## config.mk

```make
export PLATFORM = sky130hd
export DESIGN_NAME = mul_bitmanip_top
export DESIGN_NICKNAME = d
export VERILOG_FILES = /design/src/mul_pkg.sv /design/src/mul_operand_stage.sv /design/src/bitmanip_perm.sv /design/src/bitmanip_clmul.sv /design/src/bitmanip_crc.sv /design/src/bitmanip_stage.sv /design/src/mul_result_stage.sv /design/src/mul_bitmanip_top.sv
export VERILOG_INCLUDE_DIRS = /design/src
export SDC_FILE = /design/constraint.sdc
export NUM_CORES = 2
export LEC_CHECK = 0
export BUFFER_PORTS_ARGS = -buffer_cell sky130_fd_sc_hd__buf_2
export CAP_MARGIN = 20
export CORE_AREA = 2 2 427 302
export CTS_CLUSTER_SIZE = 28
export DETAILED_ROUTE_END_ITERATION = 7
export DIE_AREA = 0 0 429 304
export HOLD_SLACK_MARGIN = 0.02
export PLACE_DENSITY_LB_ADDON = 0.1
export SLEW_MARGIN = 15
export SYNTH_ARGS = -nofsm -noshare
export SYNTH_HDL_FRONTEND = slang
export SYNTH_HIERARCHICAL = 1
export SYNTH_SLANG_ARGS = --single-unit
```

## constraint.sdc

```tcl
create_clock -name clk -period 9.4 [get_ports clk]
set_input_delay 0.47 -clock clk [delete_from_list [all_inputs] [get_ports clk]]
set_output_delay 0.47 -clock clk [all_outputs]
set_load 0.01 [all_outputs]
```

## src/mul_macros.svh

```systemverilog
`ifndef MUL_MACROS_SVH
`define MUL_MACROS_SVH

// Data word and product widths
`define MUL_XLEN             32
`define MUL_PROD_W           66
`define MUL_CLMUL_W          63

// Control field width for grev and gorc
`define MUL_SHAMT_W          5

// Reflected CRC polynomials
`define MUL_CRC32_POLY_REV   32'hEDB88320
`define MUL_CRC32C_POLY_REV  32'h82F63B78

// Extension group enables, 1 keeps the group
`define MUL_EN_ZBC           1
`define MUL_EN_ZBP           1
`define MUL_EN_ZBR           1

`endif

```

## src/mul_pkg.sv

```systemverilog
`include "mul_macros.svh"

package mul_pkg;

   typedef logic [`MUL_XLEN-1:0] word_t;

   // Operation flags; none of the function flags set selects a multiply
   typedef struct packed {
      logic valid;
      logic rs1_sign;
      logic rs2_sign;
      logic low;
      logic clmul;
      logic clmulh;
      logic clmulr;
      logic grev;
      logic gorc;
      logic crc32_b;
      logic crc32_h;
      logic crc32_w;
      logic crc32c_b;
      logic crc32c_h;
      logic crc32c_w;
   } mul_op_t;

   // Execute stage multiply operands, already sign extended to 33 bits
   typedef struct packed {
      logic                    low;
      logic signed [`MUL_XLEN:0] rs1_ext;
      logic signed [`MUL_XLEN:0] rs2_ext;
   } mul_opnd_t;

   // Execute stage bit-manip result
   typedef struct packed {
      logic  sel;
      word_t data;
   } bitmanip_res_t;

endpackage

```

## src/mul_operand_stage.sv

```systemverilog
`include "mul_macros.svh"

module mul_operand_stage (
   input  logic               clk,
   input  logic               rst_i,
   input  mul_pkg::mul_op_t   op_i,
   input  mul_pkg::word_t     rs1_i,
   input  mul_pkg::word_t     rs2_i,
   output mul_pkg::mul_opnd_t opnd_o
);

   mul_pkg::mul_opnd_t opnd_d;

   // Top bit is the sign only for a signed operand
   always_comb
   begin
      opnd_d.low     = op_i.low;
      opnd_d.rs1_ext = {op_i.rs1_sign & rs1_i[`MUL_XLEN-1], rs1_i};
      opnd_d.rs2_ext = {op_i.rs2_sign & rs2_i[`MUL_XLEN-1], rs2_i};
   end

   // Loads only on a valid operation, holds otherwise
   always_ff @(posedge clk)
   begin
      if (rst_i)
      begin
         opnd_o <= '0;
      end
      else if (op_i.valid)
      begin
         opnd_o <= opnd_d;
      end
   end

endmodule

```

## src/bitmanip_perm.sv

```systemverilog
`include "mul_macros.svh"

module bitmanip_perm (
   input  mul_pkg::word_t rs1_i,
   input  mul_pkg::word_t rs2_i,
   output mul_pkg::word_t grev_o,
   output mul_pkg::word_t gorc_o
);

   // Value entering each butterfly stage, last entry is the result
   logic [`MUL_SHAMT_W:0][`MUL_XLEN-1:0] grev_s;
   logic [`MUL_SHAMT_W:0][`MUL_XLEN-1:0] gorc_s;

   assign grev_s[0] = rs1_i;
   assign gorc_s[0] = rs1_i;

   genvar k;
   genvar b;

   for (k = 0; k < `MUL_SHAMT_W; k++)
   begin : g_stage
      logic [`MUL_XLEN-1:0] grev_swp;
      logic [`MUL_XLEN-1:0] gorc_swp;

      // Bit b pairs with bit b xor stride, stride is 2**k
      for (b = 0; b < `MUL_XLEN; b++)
      begin : g_bit
         assign grev_swp[b] = grev_s[k][b ^ (1 << k)];
         assign gorc_swp[b] = gorc_s[k][b ^ (1 << k)];
      end

      assign grev_s[k+1] = rs2_i[k] ? grev_swp : grev_s[k];
      assign gorc_s[k+1] = gorc_s[k] | ({`MUL_XLEN{rs2_i[k]}} & gorc_swp);
   end

   assign grev_o = grev_s[`MUL_SHAMT_W];
   assign gorc_o = gorc_s[`MUL_SHAMT_W];

endmodule

```

## src/bitmanip_clmul.sv

```systemverilog
`include "mul_macros.svh"

module bitmanip_clmul (
   input  mul_pkg::word_t          rs1_i,
   input  mul_pkg::word_t          rs2_i,
   output logic [`MUL_CLMUL_W-1:0] clmul_o
);

   // Running XOR of the partial products, entry i holds terms 0 to i-1
   logic [`MUL_XLEN:0][`MUL_CLMUL_W-1:0] acc;
   logic [`MUL_CLMUL_W-1:0]              rs1_wide;

   assign rs1_wide = {{(`MUL_CLMUL_W-`MUL_XLEN){1'b0}}, rs1_i};
   assign acc[0]   = '0;

   genvar i;

   for (i = 0; i < `MUL_XLEN; i++)
   begin : g_term
      logic [`MUL_CLMUL_W-1:0] term;

      assign term     = {`MUL_CLMUL_W{rs2_i[i]}} & (rs1_wide << i);
      assign acc[i+1] = acc[i] ^ term;
   end

   assign clmul_o = acc[`MUL_XLEN];

endmodule

```

## src/bitmanip_crc.sv

```systemverilog
`include "mul_macros.svh"

module bitmanip_crc (
   input  mul_pkg::word_t rs1_i,
   output mul_pkg::word_t crc32_b_o,
   output mul_pkg::word_t crc32_h_o,
   output mul_pkg::word_t crc32_w_o,
   output mul_pkg::word_t crc32c_b_o,
   output mul_pkg::word_t crc32c_h_o,
   output mul_pkg::word_t crc32c_w_o
);

   // Reflected LFSR, one shift per input bit
   function automatic mul_pkg::word_t crc_reduce(
      input mul_pkg::word_t data,
      input mul_pkg::word_t poly,
      input int unsigned    steps
   );
      mul_pkg::word_t crc;

      crc = data;
      for (int i = 0; i < `MUL_XLEN; i++)
      begin
         // Fixed trip count so the loop unrolls to a constant depth
         if (i < steps)
         begin
            crc = (crc >> 1) ^ (poly & {`MUL_XLEN{crc[0]}});
         end
      end
      return crc;
   endfunction

   localparam mul_pkg::word_t poly_crc32  = `MUL_CRC32_POLY_REV;
   localparam mul_pkg::word_t poly_crc32c = `MUL_CRC32C_POLY_REV;

   // Byte, halfword and word forms
   assign crc32_b_o  = crc_reduce(rs1_i, poly_crc32, 8);
   assign crc32_h_o  = crc_reduce(rs1_i, poly_crc32, 16);
   assign crc32_w_o  = crc_reduce(rs1_i, poly_crc32, 32);

   // Castagnoli variants
   assign crc32c_b_o = crc_reduce(rs1_i, poly_crc32c, 8);
   assign crc32c_h_o = crc_reduce(rs1_i, poly_crc32c, 16);
   assign crc32c_w_o = crc_reduce(rs1_i, poly_crc32c, 32);

endmodule

```

## src/bitmanip_stage.sv

```systemverilog
`include "mul_macros.svh"

module bitmanip_stage (
   input  logic                   clk,
   input  logic                   rst_i,
   input  mul_pkg::mul_op_t       op_i,
   input  mul_pkg::word_t         grev_i,
   input  mul_pkg::word_t         gorc_i,
   input  mul_pkg::word_t         crc32_b_i,
   input  mul_pkg::word_t         crc32_h_i,
   input  mul_pkg::word_t         crc32_w_i,
   input  mul_pkg::word_t         crc32c_b_i,
   input  mul_pkg::word_t         crc32c_h_i,
   input  mul_pkg::word_t         crc32c_w_i,
   input  logic [`MUL_CLMUL_W-1:0] clmul_i,
   output mul_pkg::bitmanip_res_t bm_o
);

   localparam bit en_zbc = (`MUL_EN_ZBC != 0);
   localparam bit en_zbp = (`MUL_EN_ZBP != 0);
   localparam bit en_zbr = (`MUL_EN_ZBR != 0);

   mul_pkg::mul_op_t       ap;
   mul_pkg::bitmanip_res_t bm_d;

   // Flags of a disabled group fall back to a plain multiply
   always_comb
   begin
      ap          = op_i;
      ap.clmul    = op_i.clmul & en_zbc;
      ap.clmulh   = op_i.clmulh & en_zbc;
      ap.clmulr   = op_i.clmulr & en_zbc;
      ap.grev     = op_i.grev & en_zbp;
      ap.gorc     = op_i.gorc & en_zbp;
      ap.crc32_b  = op_i.crc32_b & en_zbr;
      ap.crc32_h  = op_i.crc32_h & en_zbr;
      ap.crc32_w  = op_i.crc32_w & en_zbr;
      ap.crc32c_b = op_i.crc32c_b & en_zbr;
      ap.crc32c_h = op_i.crc32c_h & en_zbr;
      ap.crc32c_w = op_i.crc32c_w & en_zbr;
   end

   // One-hot AND-OR select, at most one flag is set
   always_comb
   begin
      bm_d.sel  = ap.clmul | ap.clmulh | ap.clmulr | ap.grev | ap.gorc |
                  ap.crc32_b | ap.crc32_h | ap.crc32_w |
                  ap.crc32c_b | ap.crc32c_h | ap.crc32c_w;
      bm_d.data = ({`MUL_XLEN{ap.clmul}}    & clmul_i[`MUL_XLEN-1:0]) |
                  ({`MUL_XLEN{ap.clmulh}}   & {1'b0, clmul_i[`MUL_CLMUL_W-1:`MUL_XLEN]}) |
                  ({`MUL_XLEN{ap.clmulr}}   & clmul_i[`MUL_CLMUL_W-1:`MUL_XLEN-1]) |
                  ({`MUL_XLEN{ap.grev}}     & grev_i) |
                  ({`MUL_XLEN{ap.gorc}}     & gorc_i) |
                  ({`MUL_XLEN{ap.crc32_b}}  & crc32_b_i) |
                  ({`MUL_XLEN{ap.crc32_h}}  & crc32_h_i) |
                  ({`MUL_XLEN{ap.crc32_w}}  & crc32_w_i) |
                  ({`MUL_XLEN{ap.crc32c_b}} & crc32c_b_i) |
                  ({`MUL_XLEN{ap.crc32c_h}} & crc32c_h_i) |
                  ({`MUL_XLEN{ap.crc32c_w}} & crc32c_w_i);
   end

   always_ff @(posedge clk)
   begin
      if (rst_i)
      begin
         bm_o <= '0;
      end
      else if (op_i.valid)
      begin
         bm_o <= bm_d;
      end
   end

endmodule

```

## src/mul_result_stage.sv

```systemverilog
`include "mul_macros.svh"

module mul_result_stage (
   input  mul_pkg::mul_opnd_t     opnd_i,
   input  mul_pkg::bitmanip_res_t bm_i,
   output mul_pkg::word_t         result_o
);

   // Full signed product of the two 33-bit operands
   logic signed [`MUL_PROD_W-1:0] prod;

   assign prod = $signed(opnd_i.rs1_ext) * $signed(opnd_i.rs2_ext);

   // Bit-manip result wins over either product word
   always_comb
   begin
      if (bm_i.sel)
      begin
         result_o = bm_i.data;
      end
      else if (opnd_i.low)
      begin
         result_o = prod[`MUL_XLEN-1:0];
      end
      else
      begin
         // MULH, MULHSU and MULHU all take the upper word
         result_o = prod[2*`MUL_XLEN-1:`MUL_XLEN];
      end
   end

endmodule

```

## src/mul_bitmanip_top.sv

```systemverilog
`include "mul_macros.svh"

module mul_bitmanip_top (
   input  logic             clk,
   input  logic             rst_i,
   input  mul_pkg::mul_op_t op_i,
   input  mul_pkg::word_t   rs1_i,
   input  mul_pkg::word_t   rs2_i,
   output mul_pkg::word_t   result_o
);

   mul_pkg::mul_opnd_t      opnd;
   mul_pkg::bitmanip_res_t  bm;
   mul_pkg::word_t          grev;
   mul_pkg::word_t          gorc;
   logic [`MUL_CLMUL_W-1:0] clmul;
   mul_pkg::word_t          crc32_b;
   mul_pkg::word_t          crc32_h;
   mul_pkg::word_t          crc32_w;
   mul_pkg::word_t          crc32c_b;
   mul_pkg::word_t          crc32c_h;
   mul_pkg::word_t          crc32c_w;

   // Decode stage
   mul_operand_stage u_operand_stage (
      .clk    (clk),
      .rst_i  (rst_i),
      .op_i   (op_i),
      .rs1_i  (rs1_i),
      .rs2_i  (rs2_i),
      .opnd_o (opnd)
   );

   bitmanip_perm u_perm (
      .rs1_i  (rs1_i),
      .rs2_i  (rs2_i),
      .grev_o (grev),
      .gorc_o (gorc)
   );

   bitmanip_clmul u_clmul (
      .rs1_i   (rs1_i),
      .rs2_i   (rs2_i),
      .clmul_o (clmul)
   );

   bitmanip_crc u_crc (
      .rs1_i      (rs1_i),
      .crc32_b_o  (crc32_b),
      .crc32_h_o  (crc32_h),
      .crc32_w_o  (crc32_w),
      .crc32c_b_o (crc32c_b),
      .crc32c_h_o (crc32c_h),
      .crc32c_w_o (crc32c_w)
   );

   bitmanip_stage u_bitmanip_stage (
      .clk        (clk),
      .rst_i      (rst_i),
      .op_i       (op_i),
      .grev_i     (grev),
      .gorc_i     (gorc),
      .crc32_b_i  (crc32_b),
      .crc32_h_i  (crc32_h),
      .crc32_w_i  (crc32_w),
      .crc32c_b_i (crc32c_b),
      .crc32c_h_i (crc32c_h),
      .crc32c_w_i (crc32c_w),
      .clmul_i    (clmul),
      .bm_o       (bm)
   );

   // Execute stage
   mul_result_stage u_result_stage (
      .opnd_i   (opnd),
      .bm_i     (bm),
      .result_o (result_o)
   );

endmodule

```

==> flow_summary.json <==
{
  "cts_buffers": 9,
  "grt_usage_pct": 43.6,
  "grt_max_degree": 59,
  "fmax_mhz": 108,
  "drcViolationCount": 0,
  "std_cell_rows": 110,
  "yosys.area_share.simple_pct": 16.1,
  "yosys_warnings": 6,
  "yosysMostFrequentCell": "nand2_1",
  "crit_fanout": 25,
  "synth_compound_area_share_pct": 7.63,
  "synth_edf_count": 0,
  "cts_tree": "done",
  "final-max-slew-violation-count": 0,
  "dp_hpwl_um": 215000,
  "muxShareOfSynthArea_pct": 3.61,
  "hold_path.class": "input pin to flip-flop",
  "wirelength_um": 287000,
  "io_buffers": 112,
  "clk-insertion-delay-late_ns": 0.41,
  "synth_cell_types": 100,
  "syn_to_final_growth_pct": 3.70,
  "gr-total-overflow": 0,
  "vias": 58617,
  "finalWorstSetupSlack_ns": 0.147,
  "io_pins": 113,
  "wl_per_cell_um": 29.8,
  "synth_top_area_share_pct": 32.6,
  "cts.clk_slew.worst_paths_ns": 0.10,
  "final_util_pct": 56.3,
  "grt_pass1_wl_um": 415000,
  "critPathCaptureType": "primary output",
  "final_layout_size_suffix_gt1_share_pct": 9.12,
  "yosys-top-cells-area": "fa_1 (33%), xnor2_1 (14%), nand2_1 (8.8%)",
  "drv_cap": 0,
  "dieArea_um2": 130000,
  "path_class": "flip-flop to primary output",
  "hold_viol": 0,
  "synth_area_um2": 69000,
  "die_w_um": 429,
  "fin_setup_tns_ns": 0,
  "finalClockSkew_ns": 0,
  "synth_top_family_by_area": "adder cells",
  "synth_nets": 9542,
  "synth_ff_type": "dfxtp_1",
  "tightest_slew_ns": 1.31,
  "core_area_um2": 127000,
  "synthXorXnorAreaFrac_pct": 22.5,
  "drtIter0Drc": 8592,
  "cts.path.max_buffers": 2,
  "critPathRequiredTime_ns": 8.93,
  "yosys.area.top_type": "fa_1",
  "holdBufCountCts": 0,
  "async_reset_ff_share_pct": 0,
  "min_period_ns": 9.25,
  "critPathArrivalTime_ns": 8.78,
  "yosys-top-cells-count": "nand2_1 (1616), inv_1 (1149), fa_1 (1125)",
  "drtAntennaViolNets": 0,
  "h-tree-depth": 3,
  "seq_area_frac_synth_pct": 2.90,
  "status": "finished clean",
  "cts_root_buffer": "clkbuf_16",
  "first_global_vias": 58413,
  "die_h_um": 304,
  "setup-violations-final": 0,
  "place_ws_ns": -0.0532,
  "critPathLaunchType": "flip-flop",
  "initial_core_util_pct": 54.3,
  "synthAdderAreaFrac_pct": 36.5,
  "syn_avg_cell_area_um2": 8.49,
  "postSynthCellCount": 8124,
  "synth_seq_cells": 100,
  "cts.sinks": 100,
  "gp_congestion": 1.05,
  "nNetsFinal": 9382,
  "post-route-period-util_pct": 98.4,
  "firstDrtPassIters": 7,
  "viasPerCell": 6.07,
  "antenna_found_initial": 16,
  "slew-limit-headroom_pct": 11.8
}
==> what timing repair did <==
item / in CTS / in global routing
setup endpoints to repair: 21 / 28
pin swaps: 0 / 5
buffers inserted: 0 / 4
resized for setup: 26 / 74
==> metrics by stage <==
step	instances	hold WS, ns	area [µm²]
2_1_floorplan	8124	0.461	69000
3_3_place_gp	9623	0.485	70800
3_5_place_dp	9625	0.497	70800
4_1_cts	9641	0.330	71200
5_1_grt	9649	0.359	71500
6_report	9654	0.342	71500
==> placed cells by master (no fill, tap or decap), drive strengths merged, types with 6 or more instances in the layout <==
| cell type | count |
|---|---|
| nand4 | 12 |
| o211ai | 12 |
| and2 | 539 |
| and3 | 11 |
| a22o | 33 |
| xnor3 | 67 |
| o21a | 14 |
| inv | 1155 |
| clkbuf | 10 |
| a22oi | 105 |
| o21ai | 147 |
| dfxtp | 100 |
| nand2b | 15 |
| o21bai | 15 |
| fa | 1125 |
| ha | 212 |
| nor2b | 32 |
| mux2i | 134 |
| o22ai | 30 |
| a221oi | 35 |
| clkinv | 6 |
| a21oi | 155 |
| nand2 | 1617 |
| o2111ai | 33 |
| mux4 | 32 |
| nand3 | 21 |
| xor2 | 363 |
| a21boi | 32 |
| buf | 388 |
| a31oi | 10 |
| nor4 | 6 |
| nor3 | 7 |
| xor3 | 14 |
| nor2 | 166 |
| xnor2 | 1144 |
| and4 | 32 |
| mux2 | 34 |
| a211oi | 39 |
| a21o | 24 |
==> critical path: stages, from the launching register on <==
cell and delay (ns):
dfxtp_1 0.36, buf_4 0.44, buf_4 0.32, nand2_1 0.09
fa_1 0.49, inv_1 0.05, fa_1 0.49, fa_1 0.59
fa_1 0.60, fa_1 0.44, fa_1 0.48, fa_1 0.50
inv_1 0.05, fa_1 0.47, inv_1 0.05, ha_1 0.43
nand4_1 0.22, nor3b_2 0.10, a221oi_2 0.21, o21ai_1 0.18
nor3_4 0.46, a21oi_2 0.14, a31oi_2 0.24, o21ai_1 0.12
a221oi_2 0.44, buf_4 0.20, a21oi_1 0.04, buf_2 0.14
==> metal layers <==
layer / share of wire (%) / up-vias / routed length [µm] / GRT usage [%]
met5: 0.056 / - / 161 / 0.474
li1: - / 24291 / - / -
met3: 17 / 562 / 50000 / 20.9
met4: 2.6 / 14 / 7590 / 10.2
met1: 43 / 29401 / 124000 / 65.5
met2: 37 / 4349 / 106000 / 55.0
==> sequential cells by signal (all words and copies together) (netlist names) <==
signal	flops
u_bitmanip_stage/bm_o	33
u_operand_stage/opnd_o	67
==> final cells by class <==
cell class	instances	area [µm²]
antenna	5	12.5
clock buffer	9	225
clock inverter	7	76.3
fill	11848	55500
inverter	1155	4340
multi-input combinational	6309	59800
sequential	100	2080
tap	1680	2100
timing repair buffer	389	2870
==> path summary, 6_finish.rpt <==
path	startpoint	end	slack [ns]	depth (start not counted)
worst max-delay path	u_operand_stage/opnd_o[40]$_SDFFE_PP0P_	result_o[21]	0.15	27
worst min-delay path	op_i[11]	u_operand_stage/opnd_o[66]$_SDFFE_PP0P_	0.34	3
worst max register to register	u_operand_stage/opnd_o[34]$_SDFFE_PP0P_	u_operand_stage/opnd_o[34]$_SDFFE_PP0P_	7.96	3
worst min register to register	u_bitmanip_stage/bm_o[21]$_SDFFE_PP0P_	u_bitmanip_stage/bm_o[21]$_SDFFE_PP0P_	0.52	2
==> cells by family after synthesis <==
| group | count (synthesis) |
|---|---|
| XOR/XNOR | 1588 |
| AND/OR/NAND/NOR | 2472 |
| adder cells (fa/ha/maj) | 1337 |
| buffers and inverters | 1715 |
| flip-flops | 100 |
| multiplexers | 200 |
| AO/OA/AOI/OAI | 712 |
Power is left out: the tool's default activity adds up to more than one toggle a clock period on the data nets, which glitch-free logic cannot reach.
